==> src/logic/bubble_consts.svh <==
`ifndef BUBBLE_CONSTS_SVH
`define BUBBLE_CONSTS_SVH

// pipeline widths
`define BP_PC_WIDTH       32
`define BP_REG_ADDR_WIDTH 5
`define BP_REG_ELS        32

// profiling counters
`define BP_CNT_WIDTH      16 // saturates at all ones
`define BP_EXE_CLASSES    14 // one per exe_bubble_e value

`endif

==> src/logic/bubble_pkg.sv <==
`default_nettype none

package bubble_pkg;

  // two-stage classes park here for one cycle before EXE
  typedef enum logic [1:0] {
    e_id_branch_miss,
    e_id_jalr_miss,
    e_id_icache_miss,
    e_id_no_bubble
  } id_bubble_e;

  // also the counter index
  typedef enum logic [3:0] {
    e_exe_no_bubble = 4'd0,
    e_exe_branch_miss,
    e_exe_jalr_miss,
    e_exe_icache_miss,
    e_exe_depend_dram,
    e_exe_depend_group,
    e_exe_depend_global,
    e_exe_depend_idiv,
    e_exe_depend_local_load,
    e_exe_depend_imul,
    e_exe_bypass,
    e_exe_remote_req,
    e_exe_remote_credit,
    e_exe_idiv_busy
  } exe_bubble_e;

endpackage

`default_nettype wire

==> src/logic/pipe_pkg.sv <==
`default_nettype none
`include "bubble_consts.svh"

package pipe_pkg;

  typedef logic [`BP_REG_ADDR_WIDTH-1:0] reg_addr_t;

  // owner of a pending integer destination
  typedef enum logic [2:0] {
    e_op_none,
    e_op_dram_load,
    e_op_group_load,
    e_op_global_load,
    e_op_idiv
  } long_op_e;

  // decoded fields of the instruction sitting in ID
  typedef struct packed {
    reg_addr_t rs1;
    reg_addr_t rs2;
    reg_addr_t rd;
    logic      read_rs1;
    logic      read_rs2;
    logic      write_rd;
  } id_instr_s;

endpackage

`default_nettype wire

==> src/logic/sb_query_if.sv <==
`default_nettype none

// combinational dependency lookup, no handshake
interface sb_query_if;

  pipe_pkg::id_instr_s id_instr;

  // e_op_none when the matching decode flag is clear
  pipe_pkg::long_op_e  rs1_kind;
  pipe_pkg::long_op_e  rs2_kind;
  pipe_pkg::long_op_e  rd_kind;

  modport classifier (
    output id_instr,
    input  rs1_kind, rs2_kind, rd_kind
  );

  modport tracker (
    input  id_instr,
    output rs1_kind, rs2_kind, rd_kind
  );

endinterface

`default_nettype wire

==> src/logic/bubble_counter_bank.sv <==
`default_nettype none
`include "bubble_consts.svh"

module bubble_counter_bank (
  input  wire                          clk_i,
  input  wire                          reset_i,
  input  wire                          stall_all_i,
  input  wire bubble_pkg::exe_bubble_e bubble_i,

  // readout request
  input  wire                          cnt_req_valid_i,
  input  wire bubble_pkg::exe_bubble_e cnt_req_class_i,
  output logic                         cnt_req_ready_o,

  // readout response
  output logic                         cnt_resp_valid_o,
  output logic [`BP_CNT_WIDTH-1:0]     cnt_resp_count_o,
  input  wire                          cnt_resp_ready_i
);

  logic [`BP_CNT_WIDTH-1:0] cnt_r [`BP_EXE_CLASSES-1:0];
  logic [`BP_CNT_WIDTH-1:0] req_count;
  logic [`BP_CNT_WIDTH-1:0] resp_count_r;
  logic                     resp_valid_r;
  logic                     req_fire;

  assign cnt_req_ready_o = ~resp_valid_r; // single response slot
  assign req_fire        = cnt_req_valid_i & cnt_req_ready_o;

  always_ff @(posedge clk_i) begin
    if (reset_i) begin
      for (int i = 0; i < `BP_EXE_CLASSES; i++) begin
        cnt_r[i] <= '0;
      end
    end else if (!stall_all_i) begin
      for (int i = 0; i < `BP_EXE_CLASSES; i++) begin
        if (int'(bubble_i) == i && cnt_r[i] != '1) begin
          cnt_r[i] <= cnt_r[i] + 1'b1; // saturating
        end
      end
    end
  end

  always_comb begin
    req_count = '0;
    for (int i = 0; i < `BP_EXE_CLASSES; i++) begin
      if (int'(cnt_req_class_i) == i) begin
        req_count = cnt_r[i];
      end
    end
  end

  always_ff @(posedge clk_i) begin
    if (reset_i) begin
      resp_valid_r <= 1'b0;
    end else if (req_fire) begin
      resp_valid_r <= 1'b1;
    end else if (cnt_resp_ready_i) begin
      resp_valid_r <= 1'b0;
    end
  end

  // snapshot at accept, counting goes on behind it
  always_ff @(posedge clk_i) begin
    if (req_fire) begin
      resp_count_r <= req_count;
    end
  end

  assign cnt_resp_valid_o = resp_valid_r;
  assign cnt_resp_count_o = resp_count_r;

endmodule

`default_nettype wire

==> src/logic/bubble_profiler_top.sv <==
`default_nettype none
`include "bubble_consts.svh"

module bubble_profiler_top (
  input  wire                          clk_i,
  input  wire                          reset_i,

  input  wire                          issue_i,
  input  wire pipe_pkg::long_op_e      issue_kind_i,
  input  wire pipe_pkg::reg_addr_t     issue_rd_i,
  input  wire                          clear_i,
  input  wire pipe_pkg::reg_addr_t     clear_rd_i,

  input  wire [`BP_PC_WIDTH-1:0]       if_pc_i,
  input  wire [`BP_PC_WIDTH-1:0]       id_pc_i,
  input  wire [`BP_PC_WIDTH-1:0]       exe_pc_i,
  input  wire pipe_pkg::id_instr_s     id_instr_i,

  input  wire                          stall_all_i,
  input  wire                          icache_miss_i,
  input  wire                          icache_miss_in_pipe_i,
  input  wire                          branch_mispredict_i,
  input  wire                          jalr_mispredict_i,
  input  wire                          stall_depend_long_op_i,
  input  wire                          stall_depend_local_load_i,
  input  wire                          stall_depend_imul_i,
  input  wire                          stall_bypass_i,
  input  wire                          stall_remote_req_i,
  input  wire                          stall_remote_credit_i,
  input  wire                          stall_idiv_busy_i,

  output bubble_pkg::exe_bubble_e      exe_bubble_type_o,
  output logic [`BP_PC_WIDTH-1:0]      exe_bubble_pc_o,

  input  wire                          cnt_req_valid_i,
  input  wire bubble_pkg::exe_bubble_e cnt_req_class_i,
  output logic                         cnt_req_ready_o,
  output logic                         cnt_resp_valid_o,
  output logic [`BP_CNT_WIDTH-1:0]     cnt_resp_count_o,
  input  wire                          cnt_resp_ready_i
);

  bubble_pkg::exe_bubble_e exe_bubble; // feeds the counters too

  exe_bubble_classifier classifier (
    .clk_i                     (clk_i),
    .reset_i                   (reset_i),
    .if_pc_i                   (if_pc_i),
    .id_pc_i                   (id_pc_i),
    .exe_pc_i                  (exe_pc_i),
    .id_instr_i                (id_instr_i),
    .issue_i                   (issue_i),
    .issue_kind_i              (issue_kind_i),
    .issue_rd_i                (issue_rd_i),
    .clear_i                   (clear_i),
    .clear_rd_i                (clear_rd_i),
    .stall_all_i               (stall_all_i),
    .icache_miss_i             (icache_miss_i),
    .icache_miss_in_pipe_i     (icache_miss_in_pipe_i),
    .branch_mispredict_i       (branch_mispredict_i),
    .jalr_mispredict_i         (jalr_mispredict_i),
    .stall_depend_long_op_i    (stall_depend_long_op_i),
    .stall_depend_local_load_i (stall_depend_local_load_i),
    .stall_depend_imul_i       (stall_depend_imul_i),
    .stall_bypass_i            (stall_bypass_i),
    .stall_remote_req_i        (stall_remote_req_i),
    .stall_remote_credit_i     (stall_remote_credit_i),
    .stall_idiv_busy_i         (stall_idiv_busy_i),
    .exe_bubble_type_o         (exe_bubble),
    .exe_bubble_pc_o           (exe_bubble_pc_o)
  );

  bubble_counter_bank counters (
    .clk_i            (clk_i),
    .reset_i          (reset_i),
    .stall_all_i      (stall_all_i),
    .bubble_i         (exe_bubble),
    .cnt_req_valid_i  (cnt_req_valid_i),
    .cnt_req_class_i  (cnt_req_class_i),
    .cnt_req_ready_o  (cnt_req_ready_o),
    .cnt_resp_valid_o (cnt_resp_valid_o),
    .cnt_resp_count_o (cnt_resp_count_o),
    .cnt_resp_ready_i (cnt_resp_ready_i)
  );

  assign exe_bubble_type_o = exe_bubble;

endmodule

`default_nettype wire

==> src/logic/exe_bubble_classifier.sv <==
`default_nettype none
`include "bubble_consts.svh"

module exe_bubble_classifier (
  input  wire                           clk_i,
  input  wire                           reset_i,

  input  wire [`BP_PC_WIDTH-1:0]        if_pc_i,
  input  wire [`BP_PC_WIDTH-1:0]        id_pc_i,
  input  wire [`BP_PC_WIDTH-1:0]        exe_pc_i,
  input  wire pipe_pkg::id_instr_s      id_instr_i,

  // scoreboard updates
  input  wire                           issue_i,
  input  wire pipe_pkg::long_op_e       issue_kind_i,
  input  wire pipe_pkg::reg_addr_t      issue_rd_i,
  input  wire                           clear_i,
  input  wire pipe_pkg::reg_addr_t      clear_rd_i,

  input  wire                           stall_all_i,
  input  wire                           icache_miss_i,
  input  wire                           icache_miss_in_pipe_i,
  input  wire                           branch_mispredict_i,
  input  wire                           jalr_mispredict_i,
  input  wire                           stall_depend_long_op_i,
  input  wire                           stall_depend_local_load_i,
  input  wire                           stall_depend_imul_i,
  input  wire                           stall_bypass_i,
  input  wire                           stall_remote_req_i,
  input  wire                           stall_remote_credit_i,
  input  wire                           stall_idiv_busy_i,

  output bubble_pkg::exe_bubble_e       exe_bubble_type_o,
  output logic [`BP_PC_WIDTH-1:0]       exe_bubble_pc_o
);

  logic [`BP_PC_WIDTH-1:0] icache_miss_pc_r;
  bubble_pkg::id_bubble_e  id_bubble_r;
  logic [`BP_PC_WIDTH-1:0] id_bubble_pc_r;
  bubble_pkg::exe_bubble_e exe_bubble_r, exe_bubble_n;
  logic [`BP_PC_WIDTH-1:0] exe_bubble_pc_r, exe_bubble_pc_n;
  logic dep_dram, dep_group, dep_global, dep_idiv;

  sb_query_if sb_q ();

  scoreboard_tracker sb_tracker (
    .clk_i        (clk_i),
    .reset_i      (reset_i),
    .issue_i      (issue_i),
    .issue_kind_i (issue_kind_i),
    .issue_rd_i   (issue_rd_i),
    .clear_i      (clear_i),
    .clear_rd_i   (clear_rd_i),
    .sb           (sb_q)
  );

  assign sb_q.id_instr = id_instr_i;

  function automatic logic any_owned(
    input pipe_pkg::long_op_e kind,
    input pipe_pkg::long_op_e a,
    input pipe_pkg::long_op_e b,
    input pipe_pkg::long_op_e c
  );
    return (a == kind) | (b == kind) | (c == kind);
  endfunction

  assign dep_dram   = stall_depend_long_op_i
                    & any_owned(pipe_pkg::e_op_dram_load, sb_q.rs1_kind, sb_q.rs2_kind,
                                sb_q.rd_kind);
  assign dep_group  = stall_depend_long_op_i
                    & any_owned(pipe_pkg::e_op_group_load, sb_q.rs1_kind, sb_q.rs2_kind,
                                sb_q.rd_kind);
  assign dep_global = stall_depend_long_op_i
                    & any_owned(pipe_pkg::e_op_global_load, sb_q.rs1_kind, sb_q.rs2_kind,
                                sb_q.rd_kind);
  assign dep_idiv   = stall_depend_long_op_i
                    & any_owned(pipe_pkg::e_op_idiv, sb_q.rs1_kind, sb_q.rs2_kind,
                                sb_q.rd_kind);

  // fetch pc of the last miss, consumed when the miss reaches ID
  always_ff @(posedge clk_i) begin
    if (icache_miss_i && !stall_all_i) begin
      icache_miss_pc_r <= if_pc_i;
    end
  end

  always_ff @(posedge clk_i) begin
    if (reset_i) begin
      id_bubble_r    <= bubble_pkg::e_id_no_bubble;
      id_bubble_pc_r <= '0;
    end else if (!stall_all_i) begin
      if (branch_mispredict_i) begin
        id_bubble_r    <= bubble_pkg::e_id_branch_miss;
        id_bubble_pc_r <= exe_pc_i;
      end else if (jalr_mispredict_i) begin
        id_bubble_r    <= bubble_pkg::e_id_jalr_miss;
        id_bubble_pc_r <= exe_pc_i;
      end else if (icache_miss_in_pipe_i) begin
        id_bubble_r    <= bubble_pkg::e_id_icache_miss;
        id_bubble_pc_r <= icache_miss_pc_r;
      end else begin
        id_bubble_r    <= bubble_pkg::e_id_no_bubble;
        id_bubble_pc_r <= '0;
      end
    end
  end

  // fixed priority, highest first
  always_comb begin
    exe_bubble_n    = bubble_pkg::e_exe_no_bubble;
    exe_bubble_pc_n = id_pc_i; // stall causes blame ID
    if (branch_mispredict_i) begin
      exe_bubble_n    = bubble_pkg::e_exe_branch_miss;
      exe_bubble_pc_n = exe_pc_i;
    end else if (jalr_mispredict_i) begin
      exe_bubble_n    = bubble_pkg::e_exe_jalr_miss;
      exe_bubble_pc_n = exe_pc_i;
    end else if (id_bubble_r != bubble_pkg::e_id_no_bubble) begin
      exe_bubble_pc_n = id_bubble_pc_r;
      case (id_bubble_r)
        bubble_pkg::e_id_branch_miss: exe_bubble_n = bubble_pkg::e_exe_branch_miss;
        bubble_pkg::e_id_jalr_miss:   exe_bubble_n = bubble_pkg::e_exe_jalr_miss;
        default:                      exe_bubble_n = bubble_pkg::e_exe_icache_miss;
      endcase
    end else if (dep_dram) exe_bubble_n = bubble_pkg::e_exe_depend_dram;
    else if (dep_group) exe_bubble_n = bubble_pkg::e_exe_depend_group;
    else if (dep_global) exe_bubble_n = bubble_pkg::e_exe_depend_global;
    else if (dep_idiv) exe_bubble_n = bubble_pkg::e_exe_depend_idiv;
    else if (stall_depend_local_load_i) exe_bubble_n = bubble_pkg::e_exe_depend_local_load;
    else if (stall_depend_imul_i) exe_bubble_n = bubble_pkg::e_exe_depend_imul;
    else if (stall_bypass_i) exe_bubble_n = bubble_pkg::e_exe_bypass;
    else if (stall_remote_req_i) exe_bubble_n = bubble_pkg::e_exe_remote_req;
    else if (stall_remote_credit_i) exe_bubble_n = bubble_pkg::e_exe_remote_credit;
    else if (stall_idiv_busy_i) exe_bubble_n = bubble_pkg::e_exe_idiv_busy;
    else exe_bubble_pc_n = '0; // no cause
  end

  always_ff @(posedge clk_i) begin
    if (reset_i) begin
      exe_bubble_r    <= bubble_pkg::e_exe_no_bubble;
      exe_bubble_pc_r <= '0;
    end else if (!stall_all_i) begin
      exe_bubble_r    <= exe_bubble_n;
      exe_bubble_pc_r <= exe_bubble_pc_n;
    end
  end

  assign exe_bubble_type_o = exe_bubble_r;
  assign exe_bubble_pc_o   = exe_bubble_pc_r;

endmodule

`default_nettype wire

==> src/logic/scoreboard_tracker.sv <==
`default_nettype none
`include "bubble_consts.svh"

module scoreboard_tracker (
  input  wire                      clk_i,
  input  wire                      reset_i,

  // long op leaving ID
  input  wire                      issue_i,
  input  wire pipe_pkg::long_op_e  issue_kind_i,
  input  wire pipe_pkg::reg_addr_t issue_rd_i,

  // writeback
  input  wire                      clear_i,
  input  wire pipe_pkg::reg_addr_t clear_rd_i,

  sb_query_if.tracker              sb
);

  pipe_pkg::long_op_e sb_r [`BP_REG_ELS-1:0];
  pipe_pkg::long_op_e sb_n [`BP_REG_ELS-1:0];

  // issue is applied last so it wins over a clear to the same rd
  always_comb begin
    sb_n = sb_r;
    if (clear_i) begin
      sb_n[clear_rd_i] = pipe_pkg::e_op_none;
    end
    if (issue_i) begin
      sb_n[issue_rd_i] = issue_kind_i;
    end
    sb_n[0] = pipe_pkg::e_op_none; // x0 never pending
  end

  always_ff @(posedge clk_i) begin
    if (reset_i) begin
      for (int i = 0; i < `BP_REG_ELS; i++) begin
        sb_r[i] <= pipe_pkg::e_op_none;
      end
    end else begin
      sb_r <= sb_n;
    end
  end

  function automatic pipe_pkg::long_op_e owner_of(
    input logic               en,
    input pipe_pkg::long_op_e kind
  );
    return en ? kind : pipe_pkg::e_op_none;
  endfunction

  // operand lookups, gated by decode
  assign sb.rs1_kind = owner_of(sb.id_instr.read_rs1, sb_r[sb.id_instr.rs1]);
  assign sb.rs2_kind = owner_of(sb.id_instr.read_rs2, sb_r[sb.id_instr.rs2]);
  assign sb.rd_kind  = owner_of(sb.id_instr.write_rd, sb_r[sb.id_instr.rd]);

endmodule

`default_nettype wire

==> config.mk <==
export PLATFORM = sky130hd
export DESIGN_NAME = bubble_profiler_top
export DESIGN_NICKNAME = d
export VERILOG_FILES = /design/src/logic/bubble_pkg.sv /design/src/logic/pipe_pkg.sv /design/src/logic/sb_query_if.sv /design/src/logic/bubble_counter_bank.sv /design/src/logic/bubble_profiler_top.sv /design/src/logic/exe_bubble_classifier.sv /design/src/logic/scoreboard_tracker.sv
export VERILOG_INCLUDE_DIRS = /design/src /design/src/logic
export SDC_FILE = /design/constraint.sdc
export NUM_CORES = 1
export LEC_CHECK = 0
export BUFFER_PORTS_ARGS = -buffer_cell sky130_fd_sc_hd__buf_4
export CAP_MARGIN = 5
export CORE_MARGIN = 4
export CORE_UTILIZATION = 45
export CTS_CLUSTER_DIAMETER = 50
export DETAILED_ROUTE_END_ITERATION = 7
export SLEW_MARGIN = 30
export SYNTH_ARGS = -nofsm -noshare
export SYNTH_HDL_FRONTEND = slang
export SYNTH_HIERARCHICAL = 1
export SYNTH_SLANG_ARGS = --single-unit
==> constraint.sdc <==
create_clock -name clk_i -period 10.6 [get_ports clk_i]
set_input_delay 1.06 -clock clk_i [delete_from_list [all_inputs] [get_ports clk_i]]
set_output_delay 1.06 -clock clk_i [all_outputs]
set_load 0.01 [all_outputs]
==> qor.csv, run 1 <==
metric;value;unit
status;completed;
largest net degree at the start of global routing;83;
Avg Inst Size Synth;9.97;sq um
Tot GR Track Use;26.7;%
chip height;248;microns
Synthesis Warnings;6;
FF-to-FF End;classifier/exe_bubble_pc_o[18];
total gr overflow;0;
Reg2Reg Depth;9;
die width;248;microns
Area Growth Syn to Fin;14.0;%
Pleak;10.8;nW
Inst Count DP;3380;
worst endpoint required time;11.12;ns
Slew @ Worst Pin;1.05;ns
vias per inst;6.37;
Max stage delay on crit path;0.58;ns
Vias;22217;
die area;61400;sq um
leading area contributor after synthesis;edfxtp_1;
period utilization;39.8;%
maximum VDD drop;143;uV
FP Rows;87;
clock transition at the registers of the reported paths;0.06;ns
Startpoint Class;primary input;
slowest cell on the critical path;mux4_2;
Resize count post-CTS;0;
register area share after synthesis;44.2;%
number of fill cells in the layout;5165;
Port Buffers;202;
Distinct cells, synth;86;
worst min path class;flip-flop to flip-flop;
Final Hold Viols;0;
worst skew pair latency;0.65;ns
Slew Limit Fails;0;
Non-Filler Instances;3487;
RSZ-0062 raised after global routing;no;
Crit. End Element;flip-flop;
most common cell in the netlist;nor2_1;
Setup crit end;classifier/exe_bubble_pc_o[18];
Post-Syn Nets;2759;
reg-to-reg slack, setup;7.12;ns
Worst Clk Skew;0.0466;ns
Fmax achieved;0.237;GHz
Post-CTS Setup Inserts;0;
final WL;84.9;mm
max cap viols;0;
Most common cell on crit path;buf_4;
Worst Setup Path Type;primary input to flip-flop;
WL per Instance;24.3;microns
Final Setup Violations;0;
count of flip-flops with a built-in enable after synthesis;272;
layout cells sized above 1;17.0;%
synthesized area;25900;sq um
reg2reg start;classifier/sb_tracker/sb_r[43];
worst setup margin;6.38;ns
Clock Tree Root;clkbuf_16;
Placer Congestion;0.918;
Area after DPL;27600;sq um
Critical Path Fanout Max;40;
final worst path period need;4.22;ns
global-route wire length before repair;128;mm
TritonCTS Sinks;436;
Post-CTS Hold Buffers;0;
Synth area leaders;edfxtp_1 32%, dfxtp_1 13%, nor2_1 6.5%;
Rel. slew slack;29.6;%
DR DRC count;0;
Synth async-reset ratio;0;%
first-iteration detailed-routing DRC count;2457;
Pwr per Cell Area;151;nW/um^2
CP arrival;4.73;ns
top-area cell type share of the netlist area;31.5;%
Starting Density;45.7;%
CTS tree;done;
total power;4.46;mW
Top Ports;203;
DP Wirelength;59.4;mm
post-synthesis register bit count;436;
Final nets;2845;
cell count after synthesis;2596;
initial antenna violation count;2;
Critical Path Start;id_instr_i[3];
CTS HTree Levels;2;
vias in the first global route;21451;
CTS buffer count;56;
ys flop type;edfxtp_1;
synth cell count leaders;449 x nor2_1, 272 x edfxtp_1, 164 x dfxtp_1;
clock buffer depth;3;
crit path cell chain;buf_4 > mux4_2 > mux2_2 > a221oi_1 > a211oi_1 > and3b_1 > a311oi_2 > or4b_1 > buf_4 > a41o_1;
pre-CTS setup slack;5.84;ns
post-route cell area;29500;sq um
final setup TNS;0;ns
Routed Antenna Nets;0;
core area;56700;sq um
drt pass-1 iters;6;
placed cells by master, fill, tap and decap left out, types with 51 or more instances in the layout:
cell       Yosys  final
xnor2_1       74     74
nand4_1       52     52
nand2_1      159    159
xor2_1       121    121
a22oi_1      136    136
edfxtp_1     272    272
nand3_1       87     87
clkbuf_16      0     57
mux2i_1       73     73
dfxtp_1      164    164
mux4_2        51     51
nor2_1       449    449
buf_4         17    221
o21ai_0       98     98
how the worst min path moves through the flow:
stage / startpoint / to / slack, ns / depth (start not counted)
final: classifier/id_bubble_pc_r[26] / classifier/id_bubble_pc_r[26] / 0.48 / 2
after global placement: classifier/id_bubble_pc_r[10] / classifier/id_bubble_pc_r[10] / 0.47 / 2
after floorplan: classifier/id_bubble_pc_r[0] / classifier/id_bubble_pc_r[0] / 0.46 / 2
after detailed placement: classifier/id_bubble_pc_r[30] / classifier/id_bubble_pc_r[30] / 0.48 / 2
after global routing: classifier/id_bubble_pc_r[5] / classifier/id_bubble_pc_r[5] / 0.50 / 2
after CTS: classifier/id_bubble_pc_r[30] / classifier/id_bubble_pc_r[30] / 0.49 / 2
worst max-delay path, delay by kind of cell:
kind                   cells  cell delay [ns]
AO/OA/AOI/OAI              4             1.24
buffers and inverters      2             0.80
multiplexers               2             0.88
AND/OR/NAND/NOR            2             0.72
routing by layer:
metal / global-route usage (%) / routed length (microns)
met2: 41.3 / 38100
met5: 0 / 0
met4: 8.16 / 2610
met3: 4.92 / 7240
met1: 38.4 / 37000
registers in the layout, indices dropped and copies added, names as in the netlist, 2 cells and up:
signal                        flops
counters/cnt_r                  224
classifier/sb_tracker/sb_r       93
classifier/exe_bubble_pc_o       32
classifier/icache_miss_pc_r      32
classifier/id_bubble_pc_r        32
counters/cnt_resp_count_o        16
classifier/exe_bubble_type_o      4
classifier/id_bubble_r            2
report_power, final:
part	switching [mW]	internal, mW	total (mW)
logic	0.319	0.217	0.536
registers	0.0951	1.89	1.99
clock network	0.809	1.13	1.94
total	1.22	3.24	4.46
per-stage QoR:
step | hold slack [ns] | utilization, %
after floorplan | 0.461 | -
after detailed placement | 0.478 | 48.7
final | 0.484 | 52.1
after CTS | 0.486 | 52.0
after global placement | 0.472 | 48.7
after global routing | 0.499 | 52.0
kinds of logic (layout without fill, tap and decap cells):
logic type / count (synthesis) / in the layout / synth area share (%)
adders and majority gates: 14 / 14 / 0.676
other: 0 / 1 / 0
muxes: 150 / 150 / 8.62
buffers and inverters: 226 / 360 / 4.06
and+or+nand+nor: 987 / 987 / 18.4
xor gates and xnor gates: 195 / 195 / 6.60
AOI/OAI and AO/OA: 588 / 588 / 17.4
DFF: 436 / 436 / 44.2
layout make-up:
type / instances / area (sq um) / share of cell area, %
Inverter: 32 / 120 / 0.407
Clock inverter: 40 / 398 / 1.35
Clock buffer: 66 / 1500 / 5.09
Antenna cell: 1 / 2.50 / 0.00848
Sequential cell: 436 / 11500 / 38.8
Timing Repair Buffer: 222 / 1670 / 5.66
Tap cell: 756 / 946 / 3.20
Multi-Input combinational cell: 1934 / 13400 / 45.5
Power figures use the tool's default switching activity.
==> run 2: changes to the inputs <==
--- a/config.mk
+++ b/config.mk
@@ -6,12 +6,14 @@
 export SDC_FILE = /design/constraint.sdc
 export NUM_CORES = 1
 export LEC_CHECK = 0
+export ABC_AREA = 1
 export BUFFER_PORTS_ARGS = -buffer_cell sky130_fd_sc_hd__buf_4
 export CAP_MARGIN = 5
 export CORE_MARGIN = 4
 export CORE_UTILIZATION = 45
 export CTS_CLUSTER_DIAMETER = 50
 export DETAILED_ROUTE_END_ITERATION = 7
+export PLACE_DENSITY = 0.65
 export SLEW_MARGIN = 30
 export SYNTH_ARGS = -nofsm -noshare
 export SYNTH_HDL_FRONTEND = slang
==> constraint.sdc (replaced) <==
create_clock -name clk_i -period 3.7 [get_ports clk_i]
set_input_delay 0.37 -clock clk_i [delete_from_list [all_inputs] [get_ports clk_i]]
set_output_delay 0.37 -clock clk_i [all_outputs]
set_load 0.01 [all_outputs]
==> run 2 against run 1 <==
  * First-iteration DRC count fell by 12%
  * Synthesized cell count increased by 38%
  * Combinational power grew to 2.7 times the previous value
  * Flip-flop and latch count stayed put
  * Sequential power increased to 2.8 times the previous value
  * Via count is 9.6% higher
  * Global-route usage is 2.1 points lower
  * Core utilization rose by 0.65 points
  * Synthesized area is 0.93% higher
  * Worst hold slack got worse by 0.41 ns
  * Register-to-register slack lost 6.1 ns
  * Critical path depth up 10
  * Largest cell class unchanged
  * Largest power group is now clock
==> qor.csv, run 2 <==
metric;value;unit
status;completed;
Vias;24345;
Crit. End Element;flip-flop;
Post-Synth XOR/XNOR Area;2.65;%
Avg Inst Size Synth;7.31;sq um
top-area cell type share of the netlist area;31.3;%
mux contribution to synthesized area;0;%
maximum VDD drop;409;uV
Slew Limit Fails;0;
Post-Syn Nets;3736;
Rel. slew slack;35.0;%
Synth Area in Adders;0.670;%
Resize count post-CTS;0;
Synth area leaders;edfxtp_1 31%, nand2_1 14%, dfxtp_1 13%;
Synth Area in Compound Gates;10.5;%
Startpoint Class;flip-flop;
commonest cells after routing, fill and taps aside;995 x nand2_1, 412 x nand3_1, 386 x inv_1, 342 x nor2_1, 272 x edfxtp_1;
first-iteration detailed-routing DRC count;2159;
Top Ports;203;
vias per inst;5.33;
count of flip-flops with a built-in enable after synthesis;272;
Post-CTS Setup Inserts;0;
total gr overflow;0;
Worst Clk Skew;0.0258;ns
RSZ-0062 raised after global routing;no;
Synth async-reset ratio;0;%
Clock Tree Root;clkbuf_16;
register area share after synthesis;43.8;%
dominant combinational cell family by area after synthesis;simple AND/OR/NAND/NOR gates;
Final nets;3912;
max reg flops;224;
leading area contributor after synthesis;edfxtp_1;
leading cell type in the layout, fill and taps excluded;nand2_1;
Slew @ Worst Pin;0.971;ns
Distinct cells, synth;48;
Synthesis Warnings;6;
most common cell in the netlist;nand2_1;
Fin Hold WS;0.0707;ns
Routed Antenna Nets;0;
Synth Area in Simple Gates;33.5;%
slowest cell on the critical path;dfxtp_1;
max cap viols;0;
final WL;79.9;mm
initial antenna violation count;1;
Worst Setup Path Type;flip-flop to flip-flop;
Pwr per Cell Area;419;nW/um^2
vias in the first global route;22933;
Tot GR Track Use;24.7;%
core area;57600;sq um
biggest regs;counters/cnt_r x224, classifier/sb_tracker/sb_r x93;
Area Growth Syn to Fin;16.1;%
clock buffer depth;3;
ys flop type;edfxtp_1;
Final Setup Violations;0;
drt pass-1 iters;8;
DR DRC count;0;
Port Buffers;202;
crit path cell chain;nand2_1 > nor2_1 > nor2_1 > nand2_1 > nand3_1 > nand3_1 > nand2_1 > nor2_1 > inv_1 > nand3_1 > nand3_1 > nand2_1 > nand2_1 > nor2_2 > nand2_2 > buf_4 > nand2_1 > nand2_1 > nand2_1 > a21oi_2;
global-route wire length before repair;125;mm
Fmax achieved;0.367;GHz
die width;249;microns
cell count after synthesis;3573;
largest net degree at the start of global routing;88;
final setup TNS;0;ns
layout cells sized above 1;11.6;%
DP Wirelength;56.8;mm
Starting Density;45.4;%
worst min path class;primary input to flip-flop;
CTS HTree Levels;2;
largest register by flop count;counters/cnt_r;
Max stage delay on crit path;0.44;ns
Placer Congestion;0.935;
final worst path period need;2.73;ns
WL per Instance;17.5;microns
Most common cell on crit path;nand2_1;
clock transition at the registers of the reported paths;0.05;ns
CTS buffer count;57;
FP Rows;88;
CTS tree;done;
chip height;249;microns
die area;62000;sq um
Critical Path Fanout Max;15;
Pleak;12.7;nW
worst endpoint required time;4.19;ns
synthesized area;26100;sq um
period utilization;73.7;%
total power;12.7;mW
post-synthesis register bit count;436;
Final Hold Viols;0;
pre-CTS setup slack;0.520;ns
synth cell count leaders;995 x nand2_1, 412 x nand3_1, 389 x inv_1;
worst skew pair latency;0.63;ns
CP arrival;3.22;ns
TritonCTS Sinks;436;
worst setup margin;0.972;ns
## run 2: changes by cell type after synthesis, moves of 97 or more
cell and change:
nand2_1 +836, o21ai_0 +97, nor2_1 -103, nand3_1 +325, a21oi_1 +182, a22oi_1 -135, inv_1 +360
## run 2: cells by family after synthesis
family	after synthesis
AND/OR/NAND/NOR	2002
buffers and inverters	547
AO/OA/AOI/OAI	495
flip-flops	436
XOR/XNOR	79
adder cells (fa/ha/maj)	14
## run 2: path summary, 6_finish.rpt
kind	start	cells past startpoint	end	slack [ns]
setup / recovery	classifier/sb_tracker/sb_r[3]	20	classifier/exe_bubble_pc_o[7]	0.97
hold / removal	exe_pc_i[10]	3	classifier/exe_bubble_pc_o[10]	0.07
setup reg to reg	classifier/sb_tracker/sb_r[3]	20	classifier/exe_bubble_pc_o[7]	0.97
hold reg to reg	classifier/sb_tracker/sb_r[34]	2	classifier/sb_tracker/sb_r[34]	0.46
## run 2: layer usage
metal	track usage, %	vias up	wire, microns
met4	9.06	0	3040
met2	39.2	938	35600
met3	4.25	203	6020
li1	-	12176	-
met1	34.1	11028	35200
met5	0	-	0
## run 2: where the power goes
group          switching (mW)  internal, mW
Clock                    2.24          3.40
Sequential              0.201          5.43
Combinational           0.945         0.523
Total                    3.38          9.35
## run 2: stage by stage
step	utilization [%]	instance area, sq um	std cells
finish	52.7	30300	4564
detailed placement	48.7	28100	4423
global route	52.7	30300	4564
global placement	48.7	28100	4423
floorplan	-	26100	3573
CTS	52.7	30300	4563
## run 2: area by class of cell
class | count | area [sq um]
Antenna cell | 1 | 2.50
Inverter | 398 | 1500
Clock inverter | 27 | 342
Timing Repair Buffer | 266 | 2110
Fill cell | 5634 | 27200
Multi-Input combinational cell | 2590 | 12400
Clock buffer | 81 | 1610
Tap cell | 765 | 957
Sequential cell | 436 | 11500
## run 2: worst max-delay path: cells and delay by family, from the launching register on
kind	cells	cell delay (ns)
buffers and inverters	2	0.35
flip-flops	1	0.44
AO/OA/AOI/OAI	1	0.05
AND/OR/NAND/NOR	17	1.73
## run 2: what timing repair did
| item | 4_1_cts | 5_1_grt |
|---|---|---|
| endpoints found under the setup margin | 0 | 0 |
| hold buffers | 32 | 0 |
| hold endpoints to repair | 32 | 0 |
==> run 3: changes to the inputs <==
==> constraint.sdc (replaced) <==
create_clock -name clk_i -period 2.5 [get_ports clk_i]
set_input_delay 0.25 -clock clk_i [delete_from_list [all_inputs] [get_ports clk_i]]
set_output_delay 0.25 -clock clk_i [all_outputs]
set_load 0.01 [all_outputs]
==> run 3 against run 2 <==
  * Clock skew is 0.0014 ns higher
  * Critical path depth stayed put
  * First-iteration DRC count stayed put
  * Register-to-register slack worse by 0.79 ns
  * Combinational power is 65% higher
  * Clock power is 41% higher
  * Clock-buffer cell count is 10 lower
  * Largest power group is now sequential cells
  * Die area stayed put
  * Routed wire length is 3.4% higher
==> qor.csv, run 3 (same netlist as run 2, synthesis figures left out) <==
metric;value;unit
met1 capacity usage during global routing;34.9;%
Slew @ Worst Pin;0.784;ns
Startpoint Class;flip-flop;
commonest cells after routing, fill and taps aside;995 x nand2_1, 412 x nand3_1, 385 x inv_1, 336 x nor2_1, 281 x buf_4;
Worst Clk Skew;0.0272;ns
layout cells sized above 1;12.9;%
biggest regs;counters/cnt_r x224, classifier/sb_tracker/sb_r x93;
Critical Path Start;classifier/sb_tracker/sb_r[67];
chip height;249;microns
reg2reg start;classifier/sb_tracker/sb_r[67];
CTS tree;done;
hold wc startpoint;issue_rd_i[3];
largest net degree at the start of global routing;88;
CP arrival;2.82;ns
M2 GR Usage;40.7;%
post-route cell area;31600;sq um
TritonCTS Sinks;436;
Clock Tree Root;clkbuf_16;
Tot GR Track Use;25.6;%
FP Rows;88;
clock transition at the registers of the reported paths;0.06;ns
Worst Setup Path Type;flip-flop to flip-flop;
max reg flops;224;
maximum VDD drop;533;uV
DP Wirelength;59.0;mm
CTS HTree Levels;2;
CTS buffer count;56;
vias in the first global route;23753;
Post-CTS Setup Inserts;0;
WL per Instance;17.6;microns
largest register by flop count;counters/cnt_r;
Port Buffers;202;
final worst path period need;2.32;ns
global-route wire length before repair;130;mm
Final Hold Viols;0;
final WL;82.6;mm
worst skew pair latency;0.62;ns
die width;249;microns
Starting Density;45.4;%
Min-Delay Path Depth;4;
number of fill cells in the layout;5425;
Critical Path Fanout Max;24;
Fmax achieved;0.432;GHz
clock buffer depth;3;
Placer Congestion;0.966;
first-iteration detailed-routing DRC count;2159;
Inst Count DP;4490;
grt met3 use;3.58;%
DR DRC count;0;
Slew Limit Fails;0;
worst min path class;primary input to flip-flop;
initial antenna violation count;1;
drt pass-1 iters;6;
Crit. End Element;flip-flop;
Pwr per Cell Area;591;nW/um^2
Pleak;13.4;nW
Top Ports;203;
grt peak-use layer;met2;
Final nets;4047;
status;completed;
Final Setup Violations;0;
Area after DPL;28800;sq um
leading cell type in the layout, fill and taps excluded;nand2_1;
Vias;25179;
max cap viols;0;
Routed Antenna Nets;0;
total gr overflow;0;
Reg2Reg Depth;20;
vias per inst;5.37;
core area;57600;sq um
worst endpoint required time;3.00;ns
Area Growth Syn to Fin;21.0;%
Non-Filler Instances;4692;
die area;62000;sq um
Rel. slew slack;47.5;%
period utilization;92.7;%
run 3: final timing paths:
kind | to | slack (ns)
hold reg to reg | classifier/sb_tracker/sb_r[67] | 0.46
setup / recovery | classifier/exe_bubble_pc_o[13] | 0.18
setup reg to reg | classifier/exe_bubble_pc_o[13] | 0.18
hold / removal | classifier/sb_tracker/sb_r[6] | 0.11
run 3: final cells by class:
type                            instances  area [sq um]  share of cell area, %
Clock inverter                         29           299                  0.946
Inverter                              398          1490                   4.72
Tap cell                              765           957                   3.03
Antenna cell                            1          2.50                0.00791
Timing Repair Buffer                  402          3520                   11.1
Multi-Input combinational cell       2590         12400                   39.2
Clock buffer                           71          1510                   4.77
Sequential cell                       436         11500                   36.2
run 3: timing repair:
action                     4_1_cts  5_1_grt
hold endpoints to repair       102        0
hold buffers                   101        0
setup endpoints to repair        0       24
resized for setup                0        9
run 3: per-layer routing:
metal / part of all wire, % / up-vias
met2: 45 / 967
met4: 4.8 / 0
met1: 44 / 11527
met3: 6.5 / 246
met5: 0 / -
li1: - / 12439
run 3: worst max-delay path, stage by stage, from the launching register on:
cell	delay (ns)
dfxtp_1	0.31
inv_1	0.15
nand2_1	0.08
nand3_1	0.07
nand3_1	0.08
nand3_1	0.13
nand2_1	0.06
nor2_1	0.15
nor2_2	0.08
buf_4	0.14
nand3_1	0.08
nand3_1	0.07
nand2_1	0.09
nand2_1	0.07
nor2_2	0.11
nand2_2	0.10
buf_12	0.17
nand2_1	0.08
nand2_1	0.05
nand2_1	0.08
a21oi_2	0.06
run 3: through the flow:
stage / worst slack (ns) / total power, mW / utilization (%) / TNS [ns] / hold WS, ns
6_report: 0.183 / 18.7 / 54.9 / 0 / 0.112
5_1_grt: -0.0139 / 19.4 / 54.9 / -0.0139 / 0.109
4_1_cts: 0.186 / 18.8 / 54.9 / 0 / 0.0705
3_5_place_dp: 0.0264 / 10.7 / 50.0 / 0 / 0.430
3_3_place_gp: 0.0757 / 10.7 / 50.0 / 0 / 0.429
2_1_floorplan: 0.286 / 9.74 / - / 0 / 0.319
run 3: where the power goes:
| part | internal (mW) | leakage (nW) | switching, mW |
|---|---|---|---|
| Combinational | 0.954 | 8.37 | 1.47 |
| Clock | 4.69 | 0.863 | 3.26 |
| Sequential | 8.03 | 4.12 | 0.303 |
| Total | 13.7 | 13.4 | 5.02 |
